## config.mk

```make
export PLATFORM = sky130hd
export DESIGN_NAME = dcache_top
export DESIGN_NICKNAME = d
export VERILOG_FILES = /design/src/verilog/dcache_pkg.sv /design/src/verilog/dcache_array.sv /design/src/verilog/dcache_ctrl.sv /design/src/verilog/dcache_top.sv
export SDC_FILE = /design/constraint.sdc
export NUM_CORES = 2
export LEC_CHECK = 0
export BUFFER_PORTS_ARGS = -buffer_cell sky130_fd_sc_hd__clkbuf_2
export CORE_MARGIN = 2
export CORE_UTILIZATION = 35
export CTS_CLUSTER_DIAMETER = 200
export DETAILED_ROUTE_END_ITERATION = 16
export GPL_TIMING_DRIVEN = 1
export HOLD_SLACK_MARGIN = 0.03
export MAX_ROUTING_LAYER = met4
export PLACE_DENSITY = 0.59
export SKIP_CTS_REPAIR_TIMING = 1
export SLEW_MARGIN = 0
export SYNTH_ARGS = -nofsm -noshare
export SYNTH_HDL_FRONTEND = slang
export SYNTH_SLANG_ARGS = --single-unit
```

## constraint.sdc

```tcl
create_clock -name CLK -period 6.6 [get_ports CLK]
set_input_delay 1.65 -clock CLK [delete_from_list [all_inputs] [get_ports CLK]]
set_output_delay 1.65 -clock CLK [all_outputs]
set_load 0.02 [all_outputs]
```

## src/verilog/dcache_pkg.sv

```systemverilog
// shared widths and structs for the data cache, imported by every RTL module of it
package dcache_pkg;

	// address split
	localparam int TAG_W = 26;
	localparam int IDX_W = 3;
	localparam int BLK_W = 1;

	// geometry
	localparam int NUM_SETS  = 8;
	localparam int NUM_WAYS  = 2;
	localparam int BLK_WORDS = 2;

	typedef logic [31:0] word_t;

	// byte address as the cache sees it
	typedef struct packed {
		logic [TAG_W-1:0] tag;
		logic [IDX_W-1:0] idx;
		logic [BLK_W-1:0] blkoff;
		logic [1:0]       bytoff; // always 0 for word accesses
	} dcache_addr_t;

	typedef struct packed {
		logic [TAG_W-1:0]            tag;
		word_t [BLK_WORDS-1:0]       data;
		logic                        valid;
		logic                        dirty;
	} cache_block_t;

	// core side
	typedef struct packed {
		logic  ren;
		logic  wen;
		logic  halt;   // held high once raised
		word_t addr;
		word_t wdata;
	} core_req_t;

	typedef struct packed {
		logic  hit;     // one cycle per accepted request
		word_t rdata;
		logic  flushed; // sticky until reset
	} core_rsp_t;

	// Wishbone classic, cache is master
	typedef struct packed {
		logic  cyc;
		logic  stb;
		logic  we;
		word_t adr;
		word_t dat_w;
	} wb_m2s_t;

	typedef struct packed {
		logic  ack;
		word_t dat_r;
	} wb_s2m_t;

endpackage

```

## src/verilog/dcache_array.sv

```systemverilog
`timescale 1ns/10ps
// tag, data, valid/dirty and LRU storage of the cache, with lookup, victim and flush views
module dcache_array
	import dcache_pkg::*;
(
	input  logic             CLK,
	input  logic             nRST,
	input  dcache_addr_t     lookup_addr,
	input  logic             wr_en,
	input  logic             wr_way,
	input  logic             wr_word,
	input  word_t            wr_data,
	input  logic [TAG_W-1:0] wr_tag,
	input  logic             wr_set_valid,
	input  logic             wr_set_dirty,
	input  logic             wr_clr_dirty,
	input  logic             touch,
	input  logic [3:0]       flush_ptr,
	output logic             hit,
	output logic             hit_way,
	output word_t            hit_word,
	output logic             victim_way,
	output cache_block_t     victim_blk,
	output cache_block_t     flush_blk
);

	logic [TAG_W-1:0]    tag_mem  [NUM_SETS][NUM_WAYS];
	word_t               data_mem [NUM_SETS][NUM_WAYS][BLK_WORDS];
	logic [NUM_WAYS-1:0] valid    [NUM_SETS];
	logic [NUM_WAYS-1:0] dirty    [NUM_SETS];
	logic [NUM_SETS-1:0] lru; // way used last in each set

	logic [IDX_W-1:0]    idx;
	logic [NUM_WAYS-1:0] way_match;
	logic [IDX_W-1:0]    fl_idx;
	logic                fl_way;

	assign idx    = lookup_addr.idx;
	assign fl_idx = flush_ptr[3:1]; // two slots per set
	assign fl_way = flush_ptr[0];

	// two-way tag compare
	always_comb begin
		for (int w = 0; w < NUM_WAYS; w++) begin
			way_match[w] = valid[idx][w] && (tag_mem[idx][w] == lookup_addr.tag);
		end
	end

	assign hit      = |way_match;
	assign hit_way  = way_match[1];
	assign hit_word = data_mem[idx][hit_way][lookup_addr.blkoff];

	// empty way first, otherwise the one not used last
	always_comb begin
		if (!valid[idx][0]) begin
			victim_way = 1'b0;
		end else if (!valid[idx][1]) begin
			victim_way = 1'b1;
		end else begin
			victim_way = ~lru[idx];
		end
	end

	always_comb begin
		victim_blk.tag   = tag_mem[idx][victim_way];
		victim_blk.valid = valid[idx][victim_way];
		victim_blk.dirty = dirty[idx][victim_way];
		flush_blk.tag    = tag_mem[fl_idx][fl_way];
		flush_blk.valid  = valid[fl_idx][fl_way];
		flush_blk.dirty  = dirty[fl_idx][fl_way];
		for (int b = 0; b < BLK_WORDS; b++) begin
			victim_blk.data[b] = data_mem[idx][victim_way][b];
			flush_blk.data[b]  = data_mem[fl_idx][fl_way][b];
		end
	end

	// payload
	always_ff @(posedge CLK) begin
		if (wr_en) begin
			tag_mem[idx][wr_way]           <= wr_tag;
			data_mem[idx][wr_way][wr_word] <= wr_data;
		end
	end

	// state bits
	always_ff @(posedge CLK, negedge nRST) begin
		if (!nRST) begin
			lru <= '0;
			for (int s = 0; s < NUM_SETS; s++) begin
				valid[s] <= '0;
				dirty[s] <= '0;
			end
		end else begin
			if (wr_en) begin
				if (wr_set_valid) begin
					valid[idx][wr_way] <= 1'b1;
				end
				if (wr_set_dirty) begin
					dirty[idx][wr_way] <= 1'b1;
				end else if (wr_clr_dirty) begin
					dirty[idx][wr_way] <= 1'b0; // fresh block from memory
				end
			end
			if (touch) begin
				lru[idx] <= hit_way;
			end
		end
	end

endmodule

```

## src/verilog/dcache_ctrl.sv

```systemverilog
`timescale 1ns/10ps
// cache FSM for hits, writeback, fill and halt flush; sole Wishbone master of the cache
module dcache_ctrl
	import dcache_pkg::*;
(
	input  logic             CLK,
	input  logic             nRST,
	input  core_req_t        req,
	output core_rsp_t        rsp,
	output wb_m2s_t          wb_o,
	input  wb_s2m_t          wb_i,
	input  logic             hit,
	input  logic             hit_way,
	input  word_t            hit_word,
	input  logic             victim_way,
	input  cache_block_t     victim_blk,
	input  cache_block_t     flush_blk,
	output logic             wr_en,
	output logic             wr_way,
	output logic             wr_word,
	output word_t            wr_data,
	output logic [TAG_W-1:0] wr_tag,
	output logic             wr_set_valid,
	output logic             wr_set_dirty,
	output logic             wr_clr_dirty,
	output logic             touch,
	output logic [3:0]       flush_ptr
);

	typedef enum logic [3:0] {
		S_IDLE,
		S_WB0,
		S_WB1,
		S_FILL0,
		S_FILL1,
		S_FILL_DONE,
		S_FLUSH,
		S_FLUSH_WB0,
		S_FLUSH_WB1,
		S_FLUSHED
	} state_t;

	state_t       state, next_state;
	dcache_addr_t addr;
	logic         access;   // read or write pending
	logic         vway_q;   // victim way, latched at miss
	logic         gap_q;    // forces the idle cycle after an ack
	logic [3:0]   fptr_q, fptr_next;
	logic         bus_req;
	logic         bus_we;
	logic         wsel;     // word number of the current transfer
	logic         ack;

	// memory word address of one block word
	function automatic word_t mem_addr(input logic [TAG_W-1:0] t,
		input logic [IDX_W-1:0] i, input logic w);
		dcache_addr_t a;
		a.tag    = t;
		a.idx    = i;
		a.blkoff = w;
		a.bytoff = 2'b00;
		return word_t'(a);
	endfunction

	assign addr   = dcache_addr_t'(req.addr);
	assign access = (req.ren || req.wen) && !req.halt;

	// Wishbone master
	always_comb begin
		bus_req    = 1'b0;
		bus_we     = 1'b0;
		wsel       = (state == S_WB1) || (state == S_FILL1) || (state == S_FLUSH_WB1);
		wb_o.adr   = '0;
		wb_o.dat_w = '0;
		case (state)
			S_WB0, S_WB1: begin
				bus_req    = 1'b1;
				bus_we     = 1'b1;
				wb_o.adr   = mem_addr(victim_blk.tag, addr.idx, wsel);
				wb_o.dat_w = victim_blk.data[wsel];
			end
			S_FILL0, S_FILL1: begin
				bus_req  = 1'b1;
				wb_o.adr = mem_addr(addr.tag, addr.idx, wsel);
			end
			S_FLUSH_WB0, S_FLUSH_WB1: begin
				bus_req    = 1'b1;
				bus_we     = 1'b1;
				wb_o.adr   = mem_addr(flush_blk.tag, fptr_q[3:1], wsel);
				wb_o.dat_w = flush_blk.data[wsel];
			end
			default: begin
			end
		endcase
		wb_o.cyc = bus_req && !gap_q;
		wb_o.stb = bus_req && !gap_q;
		wb_o.we  = bus_we && !gap_q;
	end

	assign ack = wb_o.cyc && wb_i.ack;

	always_comb begin
		next_state = state;
		fptr_next  = fptr_q;
		case (state)
			S_IDLE: begin
				if (req.halt) begin
					next_state = S_FLUSH;
				end else if (access && !hit) begin
					next_state = (victim_blk.valid && victim_blk.dirty) ? S_WB0 : S_FILL0;
				end
			end
			S_WB0: if (ack) next_state = S_WB1;
			S_WB1: if (ack) next_state = S_FILL0;
			S_FILL0: if (ack) next_state = S_FILL1;
			S_FILL1: if (ack) next_state = S_FILL_DONE;
			S_FILL_DONE: next_state = S_IDLE;
			S_FLUSH: begin
				if (flush_blk.valid && flush_blk.dirty) begin
					next_state = S_FLUSH_WB0;
				end else if (fptr_q == 4'hf) begin
					next_state = S_FLUSHED;
				end else begin
					fptr_next = fptr_q + 4'd1; // clean slot, one cycle
				end
			end
			S_FLUSH_WB0: if (ack) next_state = S_FLUSH_WB1;
			S_FLUSH_WB1: begin
				if (ack) begin
					if (fptr_q == 4'hf) begin
						next_state = S_FLUSHED;
					end else begin
						next_state = S_FLUSH;
						fptr_next  = fptr_q + 4'd1;
					end
				end
			end
			S_FLUSHED: next_state = S_FLUSHED;
			default: next_state = S_IDLE;
		endcase
	end

	// array writes and LRU touch
	always_comb begin
		wr_en        = 1'b0;
		wr_way       = vway_q;
		wr_word      = addr.blkoff;
		wr_data      = req.wdata;
		wr_tag       = addr.tag;
		wr_set_valid = 1'b0;
		wr_set_dirty = 1'b0;
		wr_clr_dirty = 1'b0;
		touch        = 1'b0;
		case (state)
			S_IDLE: begin
				if (access && hit) begin
					touch = 1'b1;
					if (req.wen) begin
						wr_en        = 1'b1;
						wr_way       = hit_way;
						wr_set_dirty = 1'b1;
					end
				end
			end
			S_FILL0, S_FILL1: begin
				if (ack) begin
					wr_en        = 1'b1;
					wr_word      = wsel;
					wr_data      = wb_i.dat_r;
					wr_clr_dirty = 1'b1;
					wr_set_valid = wsel; // valid once both words are in
				end
			end
			S_FILL_DONE: begin
				touch = 1'b1;
				if (req.wen) begin
					wr_en        = 1'b1; // merge the store into the new block
					wr_set_dirty = 1'b1;
				end
			end
			default: begin
			end
		endcase
	end

	assign rsp.hit     = (state == S_IDLE && access && hit) || (state == S_FILL_DONE);
	assign rsp.rdata   = hit_word;
	assign rsp.flushed = (state == S_FLUSHED);
	assign flush_ptr   = fptr_q;

	always_ff @(posedge CLK, negedge nRST) begin
		if (!nRST) begin
			state  <= S_IDLE;
			fptr_q <= '0;
			vway_q <= 1'b0;
			gap_q  <= 1'b0;
		end else begin
			state  <= next_state;
			fptr_q <= fptr_next;
			gap_q  <= ack;
			if (state == S_IDLE && access && !hit) begin
				vway_q <= victim_way;
			end
		end
	end

endmodule

```

## src/verilog/dcache_top.sv

```systemverilog
`timescale 1ns/10ps
// data cache top level, core port on one side and Wishbone master port on the other
module dcache_top
	import dcache_pkg::*;
(
	input  logic      CLK,
	input  logic      nRST,
	input  core_req_t req,
	output core_rsp_t rsp,
	output wb_m2s_t   wb_o,
	input  wb_s2m_t   wb_i
);

	dcache_addr_t     lookup_addr;
	logic             hit;
	logic             hit_way;
	word_t            hit_word;
	logic             victim_way;
	cache_block_t     victim_blk;
	cache_block_t     flush_blk;

	// write command from controller to array
	logic             wr_en;
	logic             wr_way;
	logic             wr_word;
	word_t            wr_data;
	logic [TAG_W-1:0] wr_tag;
	logic             wr_set_valid;
	logic             wr_set_dirty;
	logic             wr_clr_dirty;
	logic             touch;
	logic [3:0]       flush_ptr;

	assign lookup_addr = dcache_addr_t'(req.addr); // lookup always follows the core address

	dcache_array array_i (
		.CLK          (CLK),
		.nRST         (nRST),
		.lookup_addr  (lookup_addr),
		.wr_en        (wr_en),
		.wr_way       (wr_way),
		.wr_word      (wr_word),
		.wr_data      (wr_data),
		.wr_tag       (wr_tag),
		.wr_set_valid (wr_set_valid),
		.wr_set_dirty (wr_set_dirty),
		.wr_clr_dirty (wr_clr_dirty),
		.touch        (touch),
		.flush_ptr    (flush_ptr),
		.hit          (hit),
		.hit_way      (hit_way),
		.hit_word     (hit_word),
		.victim_way   (victim_way),
		.victim_blk   (victim_blk),
		.flush_blk    (flush_blk)
	);

	dcache_ctrl ctrl_i (
		.CLK          (CLK),
		.nRST         (nRST),
		.req          (req),
		.rsp          (rsp),
		.wb_o         (wb_o),
		.wb_i         (wb_i),
		.hit          (hit),
		.hit_way      (hit_way),
		.hit_word     (hit_word),
		.victim_way   (victim_way),
		.victim_blk   (victim_blk),
		.flush_blk    (flush_blk),
		.wr_en        (wr_en),
		.wr_way       (wr_way),
		.wr_word      (wr_word),
		.wr_data      (wr_data),
		.wr_tag       (wr_tag),
		.wr_set_valid (wr_set_valid),
		.wr_set_dirty (wr_set_dirty),
		.wr_clr_dirty (wr_clr_dirty),
		.touch        (touch),
		.flush_ptr    (flush_ptr)
	);

endmodule

```

==> run summary <==
H-tree depth: 4
die area: 207100 µm²
WHS: 498.4 ps
layout net count: 4856
routed vias: 47620
Post-route DRC: 0
mux cell area share after synthesis: 22.32%
starting density of the core: 35.23%
post-synthesis xor/xnor area fraction: 0.4551%
DR WL/cell: 33.55 µm
simple-gate share of the synthesized area: 4.377%
layout cells sized above 1: 35.20%
FFs w/ async S/R, synth: 3.356%
Std-Cell Rows: 165
slowest cell on the critical path: mux4_2
cells along the critical path: buf_16 > buf_12 > clkbuf_16 > mux4_2 > mux2i_1 > xnor2_1 > nor2_1 > nand4b_1 > nor4_4 > buf_6 > buf_12 > buf_12 > mux4_2 > buf_6
met1 GRT Util: 32.37%
antenna-violating nets left: 0
first-pass GRT wire length: 353.0 mm
TritonCTS clock tree: done
startpoint class of the critical path: primary input
CTS Buf Count: 155
post-synthesis adder-cell area fraction: 0.01757%
Worst-Margin Slew: 1298 ps
Critical Path Fanout Max: 14
leak pwr: 0.02845 µW
critical path buffer and inverter count: 7
Die X: 455.1 µm
clock slew at reported path FFs: 60 ps
final hold vios: 0
max-slew headroom at the worst pin: 13.44%
Syn. warnings: 0
most frequent cells in the layout: edfxtp_1 (1440), mux4_2 (546), buf_4 (299)
delay-heaviest family, CP: multiplexers
Detailed Route WL: 253.6 mm
gr ovfl total: 0
Setup Skew: 51.61 ps
busiest grt layer: met2
CP Data Required Time: 4950 ps
CP Class: primary input to output port
gr usage total: 24.71%
synth unique cells: 76
ys flop type: edfxtp_1
synthesized flop and latch total: 1490
VDD IR max: 0.3083 mV
violated checks: setup timing
largest net degree at the start of global routing: 88
I/O pin total: 203
clk root buf: clkbuf_16
initial antenna violation count: 7
Iteration-0 DRC Markers: 6255
Max clock buf depth: 3
RSZ-0062 raised after global routing: true
post-synthesis cell count: 4262
Most Frequent Cell on Critical Path: buf_12
P&R area growth vs syn: 20.99%
period utilization: 102.1%
critical path's largest stage delay: 600 ps
Fin Setup TNS: -1445 ps
Core Region: 202100 µm²
commonest non-fill, non-tap cell in the layout: edfxtp_1
Tmin final: 6738 ps
syn avg cell area: 16.71 µm²
total chip power: 31520 µW
drt first pass iters: 7
CTS sink count: 1490
largest family of logic cells by synthesized area: multiplexers
Worst Setup End Kind: output port
met2 Track Usage GR: 38.20%
Pins Over Slew Limit: 0
routed vias/inst: 6.298
dpl ws: -216.3 ps
Max-Cap Viols: 0
PD cells: 365.9 nW/µm²
post-route setup slack: -138.0 ps
register area share after synthesis: 62.48%
vias in the first global route: 46650
critical path arrival: 5090 ps
Layout fillers: 17630
status: finished, violations left
Die H: 455.1 µm
GPL Wtd Cong: 0.9233
post-synthesis compound-gate area fraction: 8.178%
Post-synth EDFFs: 1440
Clock Latency Late Sink: 840 ps
Post-Syn Area: 71210 µm²
Port Buf Inserts: 198
worst min-delay path class: flop to flop
Finish-stage setup viols: 20
M3 GR Usage: 4.631%
f_max: 148.4 MHz
post-DP HPWL: 155.7 mm
registers in the layout (all words and copies together), names as in the netlist, named ones only:
name,cells
array_i.tag_mem,416
ctrl_i.vway_q,1
array_i.valid,16
ctrl_i.flush_ptr,4
array_i.data_mem,1024
ctrl_i.state,4
ctrl_i.gap_q,1
array_i.lru,8
per-stage QoR:
step	cells	util, %	cell area, µm²
finish	7561	42.63	86150
global route	7557	42.62	86140
CTS	7529	42.18	85260
detailed placement	7242	39.67	80180
global placement	7242	39.67	80180
floorplan	4263	-	71290
where the power goes:
part           internal [µW]  total, µW  switching [µW]
clock network           5070       8920            3850
logic                   4910      11300            6380
registers              11000      11300             351
cell families (layout without fill, tap and decap cells):
family | count (synthesis) | count (layout)
AOI/OAI and AO/OA | 823 | 823
DFF | 1490 | 1490
muxes | 889 | 889
buffers and inverters | 362 | 982
xor gates and xnor gates | 37 | 37
other | 1 | 8
and+or+nand+nor | 659 | 659
adders and majority gates | 1 | 1
cells in the mapped netlist, types with 10 or more instances:
cell,instances,share of area (%)
nor4_1,14,0.12
a22oi_1,282,3.0
a221o_1,23,0.32
edfxtp_1,1440,61
a21oi_1,110,0.77
mux4_2,546,17
nor3_2,12,0.17
nor3_1,64,0.45
buf_2,38,0.27
and2_1,10,0.088
o21ai_0,114,0.80
buf_4,24,0.25
o211ai_1,20,0.21
a221oi_1,70,0.86
a31o_1,16,0.20
a22o_1,33,0.41
dfrtp_1,50,1.8
o2bb2ai_1,12,0.15
buf_1,57,0.30
nor2_1,193,1.0
nand2_1,207,1.1
mux2i_1,212,3.0
nand3_1,50,0.35
o21a_1,11,0.12
mux2_2,128,2.0
xnor2_1,28,0.34
o31ai_1,19,0.20
o22ai_1,56,0.49
clkbuf_1,226,1.2
nand4_1,48,0.42
worst paths after layout:
path | from | endpoint | slack (ps) | cells past startpoint
max | req[35] | rsp[29] | -140 | 14
min | array_i.lru[3] | array_i.lru[3] | 500 | 1
max reg2reg | ctrl_i.state[2] | array_i.data_mem[2][19] | 1830 | 10
min reg2reg | array_i.lru[3] | array_i.lru[3] | 500 | 1
max in group asynchronous | nRST | ctrl_i.flush_ptr[3] | 5070 | 2
min in group asynchronous | nRST | array_i.valid[12] | 1000 | 2
layout make-up:
cell class,instances,area (µm²),area share [%]
Sequential cell,1490,44510,51.66
Multi-Input combinational cell,2411,26040,30.23
Timing Repair Buffer,684,7127,8.272
Clock buffer,189,4091,4.749
Tap cell,2672,3343,3.881
Clock inverter,98,982.2,1.140
Inverter,11,46.29,0.05374
Antenna cell,6,15.01,0.01743
metal layers:
layer / part of all wire, % / vias to the layer above
met5: 0 / -
met3: 11 / 614
met4: 4.3 / 0
met2: 47 / 3096
li1: - / 18950
met1: 38 / 24960
Note: power is estimated with default switching activity, not from simulation.
